File: src/grom_consts.svh
`ifndef GROM_CONSTS_SVH
`define GROM_CONSTS_SVH

// bank geometry
`define GROM_BANKS 4     // banks actually built
`define GROM_DEPTH 6144  // bytes per bank

// address split, id on top of offset
`define GROM_ID_W  3
`define GROM_OFS_W 13

`endif

File: src/grom_pkg.sv
`include "grom_consts.svh"

package grom_pkg;

   // bank number, eight decoded
   typedef logic [`GROM_ID_W-1:0] grom_id_t;

   // byte offset inside one bank
   typedef logic [`GROM_OFS_W-1:0] grom_ofs_t;

   typedef logic [7:0] grom_byte_t;

   // full 16 bit GROM address as seen by the CPU
   typedef struct packed {
      grom_id_t  id;   // bits 15:13
      grom_ofs_t ofs;  // bits 12:0
   } grom_addr_t;

endpackage

File: src/grom_loader.sv
`timescale 1ns/10ps
`include "grom_consts.svh"

module grom_loader (
   input  logic                 clk,
   input  logic                 rst_i,
   input  logic                 load_req_i,
   input  grom_pkg::grom_addr_t load_addr_i,
   input  grom_pkg::grom_byte_t load_data_i,
   output logic                 load_ack_o,
   output logic                 wr_en_o,
   output grom_pkg::grom_id_t   wr_id_o,
   output grom_pkg::grom_ofs_t  wr_ofs_o,
   output grom_pkg::grom_byte_t wr_data_o
);
   import grom_pkg::*;

   typedef enum logic {
      s_idle,  // waiting for req
      s_ack    // ack high, waiting for req to drop
   } state_t;

   state_t     state_q;
   logic       wr_en_q;
   grom_id_t   wr_id_q;
   grom_ofs_t  wr_ofs_q;
   grom_byte_t wr_data_q;
   logic       in_range;
   logic       accept;

   // only banks 0..3 exist, and only the first 6144 bytes of each
   assign in_range = (load_addr_i.id < `GROM_BANKS) && (load_addr_i.ofs < `GROM_DEPTH);
   assign accept   = (state_q == s_idle) && load_req_i;

   always_ff @(posedge clk) begin
      if (rst_i) begin
         state_q <= s_idle;
         wr_en_q <= 1'b0;
      end else begin
         wr_en_q <= 1'b0;  // one pulse per request
         case (state_q)
            s_idle: begin
               if (load_req_i) begin
                  state_q <= s_ack;
                  wr_en_q <= in_range;  // out of range still acks
               end
            end
            s_ack: begin
               if (!load_req_i) begin
                  state_q <= s_idle;
               end
            end
            default: state_q <= s_idle;
         endcase
      end
   end

   // request payload, taken with the ack edge
   always_ff @(posedge clk) begin
      if (accept) begin
         wr_id_q   <= load_addr_i.id;
         wr_ofs_q  <= load_addr_i.ofs;
         wr_data_q <= load_data_i;
      end
   end

   assign load_ack_o = (state_q == s_ack);
   assign wr_en_o    = wr_en_q;
   assign wr_id_o    = wr_id_q;
   assign wr_ofs_o   = wr_ofs_q;
   assign wr_data_o  = wr_data_q;

endmodule

File: config.mk
export PLATFORM = sky130hd
export DESIGN_NAME = grom_loader
export DESIGN_NICKNAME = d
export VERILOG_FILES = /design/src/grom_pkg.sv /design/src/grom_loader.sv
export VERILOG_INCLUDE_DIRS = /design/src /design/src/src
export SDC_FILE = /design/constraint.sdc
export NUM_CORES = 1
export LEC_CHECK = 0
export BUFFER_PORTS_ARGS = -buffer_cell sky130_fd_sc_hd__buf_2
export CORE_ASPECT_RATIO = 0.75
export CORE_UTILIZATION = 35
export DETAILED_ROUTE_END_ITERATION = 10
export PLACE_DENSITY = 0.73
export SYNTH_ARGS = -nofsm -noshare
export SYNTH_HDL_FRONTEND = slang
export SYNTH_SLANG_ARGS = --single-unit
export TNS_END_PERCENT = 30
File: constraint.sdc
create_clock -name clk -period 1.7 [get_ports clk]
set_input_delay 0.085 -clock clk [delete_from_list [all_inputs] [get_ports clk]]
set_output_delay 0.085 -clock clk [all_outputs]
set_load 0.02 [all_outputs]
---- After elaboration in Yosys (flattened, before gate mapping) ----
Cells that the tools add are included.
storage, ports and cells
  input port bits ......................... 27
  word-level logic and storage cells ...... 13
  output and inout bits ................... 26
  bits in registers ....................... 26
operators by class
  multiplexer cells ....................... 1
  $lt $le $gt $ge ......................... 2
  bitwise gates (word level) .............. 2
  reductions and logical operators ........ 3
operators with widths
  operator                                    number
  13-bit < comparator, second input constant  1
  3-bit < comparator, second input constant   1
  3-bit OR reduction                          1
  1-bit logical AND                           2
  1-bit inverter                              2
  1-bit two-way mux                           1

---- Depth between registers and ports, before layout ----
  depth in word-level cells ............... 2
  mapped depth ............................ 2
  depth with buffers taken out ............ 2

---- Least setup slack after synthesis ----
No wires, ideal clock.
  path kind ............................... register -> register
  start ................................... reg state_q (netlist: load_ack_o)
  end ..................................... reg wr_data_q[0] (netlist: wr_data_o[0]) (enable)
  path slack .............................. -203 ps
  stages on the path, launching flop included .. 2
  library setup time ...................... 407 ps
  arrival ................................. 1495 ps
  buffers on the path ..................... 0
  clock period less this slack ............ 1903 ps
  data required time ...................... 1293 ps
  cells stage by stage .................... dfxtp_1 -> nor2b_1
between the ends
  longest elaborated chain between the ends .. 2
RTL lines
  item                      RTL line           RTL
  start: declaration        grom_loader.sv:23  state_t state_q;
  start signal: assignment  grom_loader.sv:37  state_q <= s_idle;
  start signal: assignment  grom_loader.sv:44  state_q <= s_ack;
  start signal: assignment  grom_loader.sv:50  state_q <= s_idle;
  1-bit inverter            --
  1-bit logical AND         grom_loader.sv:33  assign accept = (state_q == s_idle) && load_req_i;
  named net accept          grom_loader.sv:29  logic accept;
  end signal: assignment    grom_loader.sv:63  wr_data_q <= load_data_i;
  end: declaration          grom_loader.sv:27  grom_byte_t wr_data_q;
The timed path passes the listed nets, and every way through them passes these cells.
A chain may end at the register's enable or synchronous reset.

---- Final worst setup path ----
  start ................................... in load_req_i
  end ..................................... reg wr_ofs_q[11] (netlist: wr_ofs_o[11]) (enable)
between the ends
  longest elaborated chain between the ends .. 1
RTL lines
  item                    RTL line           RTL
  start: declaration      grom_loader.sv:7   input logic load_req_i,
  1-bit logical AND       grom_loader.sv:33
  named net accept        grom_loader.sv:29
  end signal: assignment  grom_loader.sv:62  wr_ofs_q <= load_addr_i.ofs;
  end: declaration        grom_loader.sv:26  grom_ofs_t wr_ofs_q;
The timed path passes the listed nets, and every way through them passes these cells.

==> results.sh <==
export IMPL_crit_arrival_ns=1.14
export IMPL_syn_inst=31
export IMPL_setup_viol=0
export IMPL_drive_above_1_share_pct=51.75
export IMPL_max_cap_viol_count=0
export IMPL_async_flop_share_pct=0
export IMPL_period_needed_ns=1.132
export IMPL_skew_ns=0.009447
export IMPL_r2r_start="load_ack_o$_SDFF_PP0_"
export IMPL_vias_per_cell=4.261
export IMPL_grt_usage_pct=15.64
export IMPL_power_total_uw=1326
export IMPL_drt_drc_violations_left=2
export IMPL_cts_buffer_depth=2
export IMPL_nets=142
export IMPL_root_buffer="clkbuf_4"
export IMPL_start_util_pct=38.44
export IMPL_synth_fp_nets=58
export IMPL_max_slew_margin_pct=80.67
export IMPL_violations="design-rule violations"
export IMPL_yosys_top_cells_area="edfxtp_1, dfxtp_1, nor2b_4"
export IMPL_cts_buffers=3
export IMPL_cts_repair_resized=0
export IMPL_synth_enable_flop_cells=24
export IMPL_finalSetupTns_ns=0
export IMPL_tightest_slew_ns=0.2900
export IMPL_grt_pass1_wl_um=2711
export IMPL_synth_common_cells="edfxtp_1, dfxtp_1"
export IMPL_endpoint_kind="flip-flop"
export IMPL_hold_path_class="primary input to flip-flop"
export IMPL_synth_ff_type="edfxtp_1"
export IMPL_worstSetupStartpointType="primary input"
export IMPL_fillers=147
export IMPL_status="finished, violations left"
export IMPL_placedCellCount=108
export IMPL_leakage_uw=0.0006158
export IMPL_dp_slack_ns=0.6529
export IMPL_final_antenna_net_count=0
export IMPL_wirelength_um=1815
export IMPL_wl_per_cell_um=13.15
export IMPL_cts_sinks=26
export IMPL_ios=53
export IMPL_timing_final_ws_setup_ns=0.5684
export IMPL_design_core_area_um2=2067
export IMPL_final_cells=138
export IMPL_cp_max_fo=24
export IMPL_rsz0062_at_grt="no"
export IMPL_grt_max_degree=25
export IMPL_gr_total_overflow=0
export IMPL_yosys_warnings=0
export IMPL_cp_data_required_time_ns=1.70
export IMPL_hold_violations=0
export IMPL_post_cts_setup_buffers=0
export IMPL_die_w_um=57.02
export IMPL_synth_most_common_cell="edfxtp_1"
export IMPL_drt_iter0_markers=9
export IMPL_synth_seq_cells=26
export IMPL_rows=14
export IMPL_die_height_um=43.26
export IMPL_worstSetupStartpoint="load_req_i"
export IMPL_die_area_um2=2466
export IMPL_antenna_found_initial=0
export IMPL_num_vias=588
export IMPL_hold_buffers=25
export IMPL_powerDensity_nw_per_um2=942.0
export IMPL_max_freq_ghz=0.8837
export IMPL_synth_area_um2=794.5
export IMPL_netlist_area_leader_share_pct=90.71
export IMPL_yosysUniqueCellTypes=7
export IMPL_area_growth_synth_to_final_pct=77.17
export IMPL_grt_pass1_vias=633
export IMPL_drt_pre_antenna_iters=7
export IMPL_ff_latch_area_um2=760.7
export IMPL_clk_latency_ns=0.32
export IMPL_globalplace_congestion=0.6223
export IMPL_io_buffers=52
export IMPL_peakVddDrop_uv=658.3
export IMPL_slew_viol_final=0
export IMPL_clkTransAtPathRegs_ns=0.13
export IMPL_postSynthAreaPerCell_um2=25.63
export IMPL_cts_tree="done"
export IMPL_worstHoldStart="load_data_i[5]"
export IMPL_period_share_pct=66.57
export IMPL_hold_slack_ns=0.4648
export IMPL_diodes=0
export IMPL_multi_input_area_um2=36.28
export IMPL_worstSetupPathType="primary input to flip-flop"
export IMPL_synth_top_area_cell="edfxtp_1"
export IMPL_cts_max_level=1
export IMPL_yosysSeqAreaShare_pct=95.75
-- cells in the final DEF (no fill, tap or decap) --
| cell | count |
|---|---|
| and3_1 | 1 |
| buf_2 | 52 |
| buf_4 | 1 |
| bufinv_16 | 1 |
| clkbuf_4 | 3 |
| dfxtp_1 | 2 |
| dlygate4sd3_1 | 26 |
| edfxtp_1 | 24 |
| nand2_1 | 1 |
| nor2_1 | 1 |
| nor2b_2 | 1 |
| nor2b_4 | 1 |
-- registers in the layout (all words and copies together) (netlist names) --
signal and cells:
wr_ofs_o 13, wr_id_o 3, wr_en_o 1, wr_data_o 8, load_ack_o 1
-- per-stage QoR --
stage / util (%) / area (µm²)
5_1_grt: 68.10 / 1408
3_5_place_dp: 52.97 / 1095
2_1_floorplan: - / 797.0
6_report: 68.10 / 1408
4_1_cts: 67.62 / 1398
3_3_place_gp: 52.97 / 1095
-- final cells by class --
class                   count  share of cell area [%]
multi-input cells           5                   2.578
flip-flops and latches     26                   54.04
clock buffers               3                   1.600
repair buffers             79                   37.51
well taps                  24                   2.133
clock inverters             1                   2.133
-- critical path: stages --
cell	delay, ns
dlygate4sd3_1	0.53
buf_2	0.11
nor2b_2	0.12
buf_4	0.29
-- final timing paths --
kind	to	slack (ns)	cells after the start
setup / recovery	wr_ofs_o[11]$_DFFE_PP_	0.57	4
hold / removal	wr_data_o[5]$_DFFE_PP_	0.46	2
setup reg to reg	wr_ofs_o[11]$_DFFE_PP_	0.65	2
hold reg to reg	wr_en_o$_SDFF_PP0_	0.62	2
-- logic make-up (layout without fill, tap and decap cells) --
family,after synthesis,in the layout,synth area share (%)
buf+inv,0,83,0
simple gates,5,5,4.252
flops,26,26,95.75
-- power by group --
part | leakage, µW | switching, µW | total [µW] | internal, µW
clock network | 0.0000279 | 170 | 408 | 238
logic | 0.000341 | 85.3 | 172 | 86.2
registers | 0.000247 | 8.13 | 746 | 738
total | 0.000616 | 263 | 1330 | 1060
-- metal layers --
metal / vias to the layer above / wire [µm] / global-route usage, %
li1: 285 / - / -
met1: 282 / 605 / 13.51
met2: 21 / 1087 / 31.53
met3: 0 / 122 / 8.232
met4: 0 / 0 / 2.927
met5: - / 0 / 0
No activity file was read; power rests on OpenSTA's default activity.
