### src/grom_consts.svh
`ifndef GROM_CONSTS_SVH
`define GROM_CONSTS_SVH

// bank geometry
`define GROM_BANKS 4     // banks actually built
`define GROM_DEPTH 6144  // bytes per bank

// address split, id on top of offset
`define GROM_ID_W  3
`define GROM_OFS_W 13

`endif

### src/grom_pkg.sv
`include "grom_consts.svh"

package grom_pkg;

   // bank number, eight decoded
   typedef logic [`GROM_ID_W-1:0] grom_id_t;

   // byte offset inside one bank
   typedef logic [`GROM_OFS_W-1:0] grom_ofs_t;

   typedef logic [7:0] grom_byte_t;

   // full 16 bit GROM address as seen by the CPU
   typedef struct packed {
      grom_id_t  id;   // bits 15:13
      grom_ofs_t ofs;  // bits 12:0
   } grom_addr_t;

endpackage

### src/grom_port.sv
`timescale 1ns/10ps
`include "grom_consts.svh"

module grom_port (
   input  logic                 clk,
   input  logic                 rst_i,
   input  logic                 gs_i,
   input  logic                 m_i,
   input  logic                 mo_i,
   input  grom_pkg::grom_byte_t d_i,
   output grom_pkg::grom_byte_t q_o,
   output logic                 rd_en_o,
   output grom_pkg::grom_id_t   rd_id_o,
   output grom_pkg::grom_ofs_t  rd_ofs_o,
   input  grom_pkg::grom_byte_t rd_data_i,
   output grom_pkg::grom_addr_t debug_addr_o
);
   import grom_pkg::*;

   grom_id_t   id_q;       // bank of the current address
   grom_ofs_t  ofs_q;      // offset of the current address
   logic       phase_q;    // first byte of an address pair written
   grom_byte_t q_q;
   grom_byte_t pf_byte_q;  // byte waiting for the next data read
   logic       pf_cap_q;   // store data valid this cycle
   logic       rd_en_q;
   grom_id_t   rd_id_q;
   grom_ofs_t  rd_ofs_q;

   grom_addr_t cur_addr;
   grom_addr_t shift_addr;
   logic       data_rd;
   logic       addr_rd;
   logic       addr_wr;
   logic       wr_fetch;

   assign cur_addr   = {id_q, ofs_q};
   assign shift_addr = {cur_addr[7:0], d_i};  // old low byte moves up

   // access decode, data writes fall through untouched
   assign data_rd  = gs_i && m_i && !mo_i;
   assign addr_rd  = gs_i && m_i && mo_i;
   assign addr_wr  = gs_i && !m_i && mo_i;
   assign wr_fetch = addr_wr && phase_q;  // second byte completes the address

   always_ff @(posedge clk) begin
      if (rst_i) begin
         id_q      <= '0;
         ofs_q     <= '0;
         phase_q   <= 1'b0;
         q_q       <= '0;
         pf_byte_q <= 8'hff;
         pf_cap_q  <= 1'b0;
         rd_en_q   <= 1'b0;
      end else begin
         rd_en_q  <= 1'b0;
         pf_cap_q <= rd_en_q;  // store answers one clock after rd_en
         if (pf_cap_q) begin
            pf_byte_q <= rd_data_i;
         end

         if (data_rd) begin
            q_q     <= pf_byte_q;
            ofs_q   <= ofs_q + 1'b1;  // wraps in 13 bits, id kept
            phase_q <= 1'b0;
            rd_en_q <= 1'b1;
         end

         if (addr_rd) begin
            q_q     <= cur_addr[15:8];
            {id_q, ofs_q[`GROM_OFS_W-1:8]} <= cur_addr[7:0];
            phase_q <= 1'b0;
         end

         if (addr_wr) begin
            id_q    <= shift_addr.id;
            phase_q <= !phase_q;
            if (phase_q) begin
               ofs_q   <= shift_addr.ofs + 1'b1;  // fetched byte sits at the old value
               rd_en_q <= 1'b1;
            end else begin
               ofs_q <= shift_addr.ofs;
            end
         end
      end
   end

   // fetch target, always the address before the increment
   always_ff @(posedge clk) begin
      if (data_rd) begin
         rd_id_q  <= id_q;
         rd_ofs_q <= ofs_q;
      end else if (wr_fetch) begin
         rd_id_q  <= shift_addr.id;
         rd_ofs_q <= shift_addr.ofs;
      end
   end

   assign q_o          = q_q;
   assign rd_en_o      = rd_en_q;
   assign rd_id_o      = rd_id_q;
   assign rd_ofs_o     = rd_ofs_q;
   assign debug_addr_o = cur_addr;

endmodule

### config.mk
export PLATFORM = sky130hd
export DESIGN_NAME = grom_port
export DESIGN_NICKNAME = d
export VERILOG_FILES = /design/src/grom_pkg.sv /design/src/grom_port.sv
export VERILOG_INCLUDE_DIRS = /design/src /design/src/src
export SDC_FILE = /design/constraint.sdc
export NUM_CORES = 1
export LEC_CHECK = 0
export BUFFER_PORTS_ARGS = -buffer_cell sky130_fd_sc_hd__buf_4
export CORE_MARGIN = 8
export CORE_UTILIZATION = 35
export CTS_CLUSTER_DIAMETER = 100
export CTS_CLUSTER_SIZE = 30
export DETAILED_ROUTE_END_ITERATION = 10
export SYNTH_ARGS = -nofsm -noshare
export SYNTH_HDL_FRONTEND = slang
export SYNTH_SLANG_ARGS = --single-unit
### constraint.sdc
create_clock -name clk -period 1.6 [get_ports clk]
set_clock_uncertainty 0.1 [all_clocks]
set_input_delay 0.08 -clock clk [delete_from_list [all_inputs] [get_ports clk]]
set_output_delay 0.08 -clock clk [all_outputs]
set_load 0.05 [all_outputs]
== After elaboration in Yosys (flattened, before gate mapping) ==
Index checks and enable logic that the tools add are counted.
W data, S select, Z words.
Word-level totals
  bits in registers: 51
  bits in latches: 0
  RAM bits: 0
  memory bits (read-only): 0
  output and inout bits: 41
  word-level logic and storage cells: 44
  memories kept: 0
Operators by class
  $add $sub $neg: 2
  multipliers: 0
  divide/modulo/power cells: 0
  $lt $le $gt $ge: 0
  equal/unequal tests: 0
  shifts and indexed selects: 0
  multiplexer cells: 18
  bitwise gates (word level): 0
  reductions and logical operators: 14
Operators with widths (number)
  $mux W13: 5
  $add A13 B1 Y13 const B: 2
  $mux W8: 2
  $mux W3: 4
  $reduce_bool A2 Y1: 4
  $logic_and A1 B1 Y1: 6
  $mux W1: 6
  $mux W5: 1
  $logic_not A1 Y1: 3
  $reduce_bool A3 Y1: 1

== Longest topological paths before layout ==
  depth after elaboration: 6
  depth in mapped cells: 6
  gate-level depth less buffers: 5

== Worst setup path after synthesis ==
Ideal clock, no wire load.
  path kind: register to register
  start: register ofs_q[1]
  end: register ofs_q[10]
  setup time: 0.077 ns
  data arrival time: 1.903 ns
  data required time: 1.423 ns
  path slack: -0.480 ns
  cell stages (with the launch flop): 6
  path buffers: 0
  clock period less this slack: 2.080 ns
  cells stage by stage: dfxtp_1 ha_1 and3_2 nand3_4 or4_4 a41oi_2
On the way
  cells in the longest elaborated chain, start to end: 4
Ends and longest elaborated chain
  start, declared: line grom_port.sv:21  | grom_ofs_t ofs_q;
  start signal, assigned: line grom_port.sv:64  | ofs_q <= ofs_q + 1'b1;
  start signal, assigned by index: line grom_port.sv:71  | {id_q, ofs_q[`GROM_OFS_W-1:8]} <= cur_addr[7:0];
  start signal, assigned: line grom_port.sv:79  | ofs_q <= shift_addr.ofs + 1'b1;
  $add A13 B1 Y13: line grom_port.sv:64
  $mux W13: line grom_port.sv:62  | if (data_rd) begin
  $mux W5: line grom_port.sv:69  | if (addr_rd) begin
  $mux W13 *: line grom_port.sv:75  | if (addr_wr) begin
Every way passes the cells marked *; elsewhere a longest branch is shown, timed or not. The select of a mux whose other input is x is not followed.
A chain may end at the register's enable or synchronous reset.

== Worst setup path after layout ==
  start: input port d_i[7]
  end: register ofs_q[8]
On the way
  cells in the longest elaborated chain, start to end: 3
Ends and longest elaborated chain
  start, declared: line grom_port.sv:10  | input grom_pkg::grom_byte_t d_i,
  $add A13 B1 Y13: line grom_port.sv:79
  $mux W13: line grom_port.sv:78  | if (phase_q) begin
  $mux W13: line grom_port.sv:75
  end signal, assigned by index: line grom_port.sv:71
  end signal, assigned: line grom_port.sv:79
  end signal, assigned: line grom_port.sv:82  | ofs_q <= shift_addr.ofs;
No other way between the ends.

==> metrics.md <==
| Metric | Value |
|---|---|
| Reg-to-reg endpoint | ofs_q[10] |
| CP required | 1.68 ns |
| Async S/R FF share, synth | 0% |
| Mapped Nets | 319 |
| Worst hold start | d_i[2] |
| Seq cells post-synth | 51 |
| Slew margin rel. | 63.3% |
| Reg2Reg Setup Slack | 0.05 ns |
| Cell area after synthesis | 2670 µm² |
| DRT antenna net count | 0 |
| Unique masters post-synth | 50 |
| # IOs | 62 |
| Largest net degree at the start of global routing | 36 |
| DRT iter0 DRCs | 119 |
| Cell types with the highest counts after synthesis | nand2_1 (60), dfxtp_1 (35), nor2_1 (22) |
| H-tree depth | 2 |
| Drt wl/cell | 15.7 µm |
| Final wirelength | 7580 µm |
| Final period util | 98.9% |
| Antenna violations before repair | 0 |
| Reg clk slew, reported paths | 0.09 ns |
| Pre-Repair DR Iteration Count | 4 |
| Reg2reg path depth | 5 |
| Area Growth Syn to Fin | 36.5% |
| Clk root buf | clkbuf_8 |
| First-pass GRT wire length | 11800 µm |
| Seq/Total Area, Yosys | 44.2% |
| FF-to-FF Start | ofs_q[1] |
| Drc violations | 0 |
| Worst hold slack | 0.0200 ns |
| Layout cells sized above 1 | 31.8% |
| Crit path cell chain | dlygate4sd3_1 -> buf_4 -> nand2b_1 -> o31a_1 -> o21ai_0 -> a31oi_1 |
| CP max stage cell | dlygate4sd3_1 |
| Yosys top cell by area | dfxtp_1 |
| CP endpoint kind | flop |
| CTS tree | built |
| GRT Total Usage | 14.0% |
| Max-cap check violation count | 0 |
| WS Path Type | in -> reg |
| Syn. warnings | 0 |
| Final setup margin | 0.0184 ns |
| Final hold vios | 0 |
| Hold Path Depth | 3 |
| Starting Density | 35.3% |
| EDFF count, synth | 16 |
| Top post-synthesis cells by area | dfxtp_1 (26%), edfxtp_1 (18%), nand2_1 (8.4%) |
| Worst skew pair latency | 0.31 ns |
| Kind of start point of the critical path | primary input |
| Min-delay worst type | in -> reg |
| CP arrival | 1.66 ns |
| # rows | 32 |
| Fmax | 632 MHz |
| Pre-CTS WS | 0.0488 ns |
| Syn_area_per_cell | 9.02 µm² |
| Power Density | 792 nW/µm² |
| Nets | 402 |
| Placed insts | 460 |
| PortBufs | 61 |
| Post-Layout Cell Count | 482 |
| Worst-Margin Slew | 0.549 ns |
| Maximum clock path buffer count | 2 |
| Core Area | 7570 µm² |
| CTS Buf Count | 5 |
| Vias per cell | 5.10 |
| Die width | 103 µm |
| Setup Viol. Count Final | 0 |
| Slew Viols, Final | 0 |
| # diodes | 0 |
| Mapped Cells | 296 |
| Grt ovf | 0 |
| Final setup TNS | 0 ns |
| VDD IR max | 0.000337 V |
| Unrepaired setup endpoints after global routing | no |
| CP max FO | 6 |
| Predominant post-synthesis flop cell | dfxtp_1 |
| Die area | 10700 µm² |
| Status | finished, final reports clean |
| Minimum clock period | 1.58 ns |
| DR vias | 2457 |
| Total clock sinks | 51 |
| Leakage Power | 1.48 nW |
| Detailed Place HPWL | 5340 µm |
| Number of global-route vias before repair | 2384 |
| Crit path largest cell delay | 0.53 ns |
| Synth top area share | 26.2% |
| Die Y-Extent | 103 µm |
| Post-CTS setup buffers | 0 |
| GP Congestion | 0.843 |
| Top-count cell post-synth | nand2_1 |
| WHS Endpoint | rd_ofs_o[2] |
layout by cell type (no fill, tap or decap), drive strengths merged, types with 2 or more instances in the layout:
master,netlist,layout
buf,17,84
nand2,60,60
dfxtp,35,35
nor2,22,22
edfxtp,16,16
mux2i,14,14
dlygate4sd3,0,13
a21oi,12,12
o21ai,11,11
nor2b,11,11
a211oi,10,10
a211o,8,8
nand3,8,8
xnor2,6,6
clkbuf,5,6
nand4,5,6
inv,4,5
nor3,5,5
and2,5,5
a31oi,4,4
and3,4,4
nor4,4,4
o31a,3,3
or3,3,3
nand2b,3,3
and4,3,3
and3b,2,2
nand3b,2,2
xor2,2,2
a221oi,2,2
a31o,2,2
ha,2,2
report_power, final:
group	total, W	switching (W)	leakage (nW)	internal, W
combinational	0.000588	0.000364	0.982	0.000224
sequential	0.00143	0.0000480	0.443	0.00139
clock	0.000865	0.000460	0.0544	0.000405
kinds of logic after synthesis:
family                     share of synthesized area [%]
adders and majority gates                          0.937
AOI/OAI and AO/OA                                   14.5
and+or+nand+nor                                     27.2
DFF                                                 44.2
buffers and inverters                               4.87
xor gates and xnor gates                            2.62
muxes                                               5.67
per-stage QoR:
step                util [%]  power, W  instance area [µm²]
floorplan                  -   0.00181                 2720
global placement        44.5   0.00201                 3370
detailed placement      44.5   0.00202                 3370
CTS                     47.6   0.00289                 3600
global route            48.2   0.00299                 3640
finish                  48.2   0.00289                 3640
metal layers:
metal  GRT usage [%]  vias to the layer above  part of all wire [%]
met2            23.4                       79                    47
li1                -                     1217                     -
met3            2.41                       13                   6.4
met4            5.12                        0                   2.3
met1            17.6                     1148                    44
met5               0                        -                     0
sequential cells by signal (all words and copies together) (netlist names):
name       flops
rd_ofs_o      13
phase_q        1
rd_id_o        3
rd_en_o        1
pf_cap_q       1
id_q           3
q_o            8
pf_byte_q      8
ofs_q         13
worst max-delay path by stage:
stage | from | end | slack, ns | depth (start not counted)
after floorplan | ofs_q[1] | ofs_q[10] | -0.01 | 5
after global placement | ofs_q[0] | ofs_q[11] | 0.05 | 5
after detailed placement | ofs_q[0] | ofs_q[11] | 0.05 | 5
after CTS | d_i[6] | ofs_q[11] | 0.02 | 6
after global routing | d_i[7] | ofs_q[10] | 0.0009 | 6
final | d_i[7] | ofs_q[8] | 0.02 | 6
critical path, delay by kind of cell:
kind | cells | cell delay, ns
compound gates | 3 | 0.74
buf+inv | 2 | 0.66
simple gates | 1 | 0.19
layout make-up:
class                      instances  area (µm²)
sequential                        51        1210
timing repair buffer              97         773
clock buffer                       6        93.8
tap                              102         128
clock inverter                     2        12.5
fill                             713        3920
multi-input combinational        220        1420
inverter                           4        15.0
repair_timing:
item,in CTS,in global routing
resized for setup,0,6
endpoints found under the hold margin,14,0
endpoints found under the setup margin,0,5
hold buffers,13,0
Power figures use the tool's default switching activity.
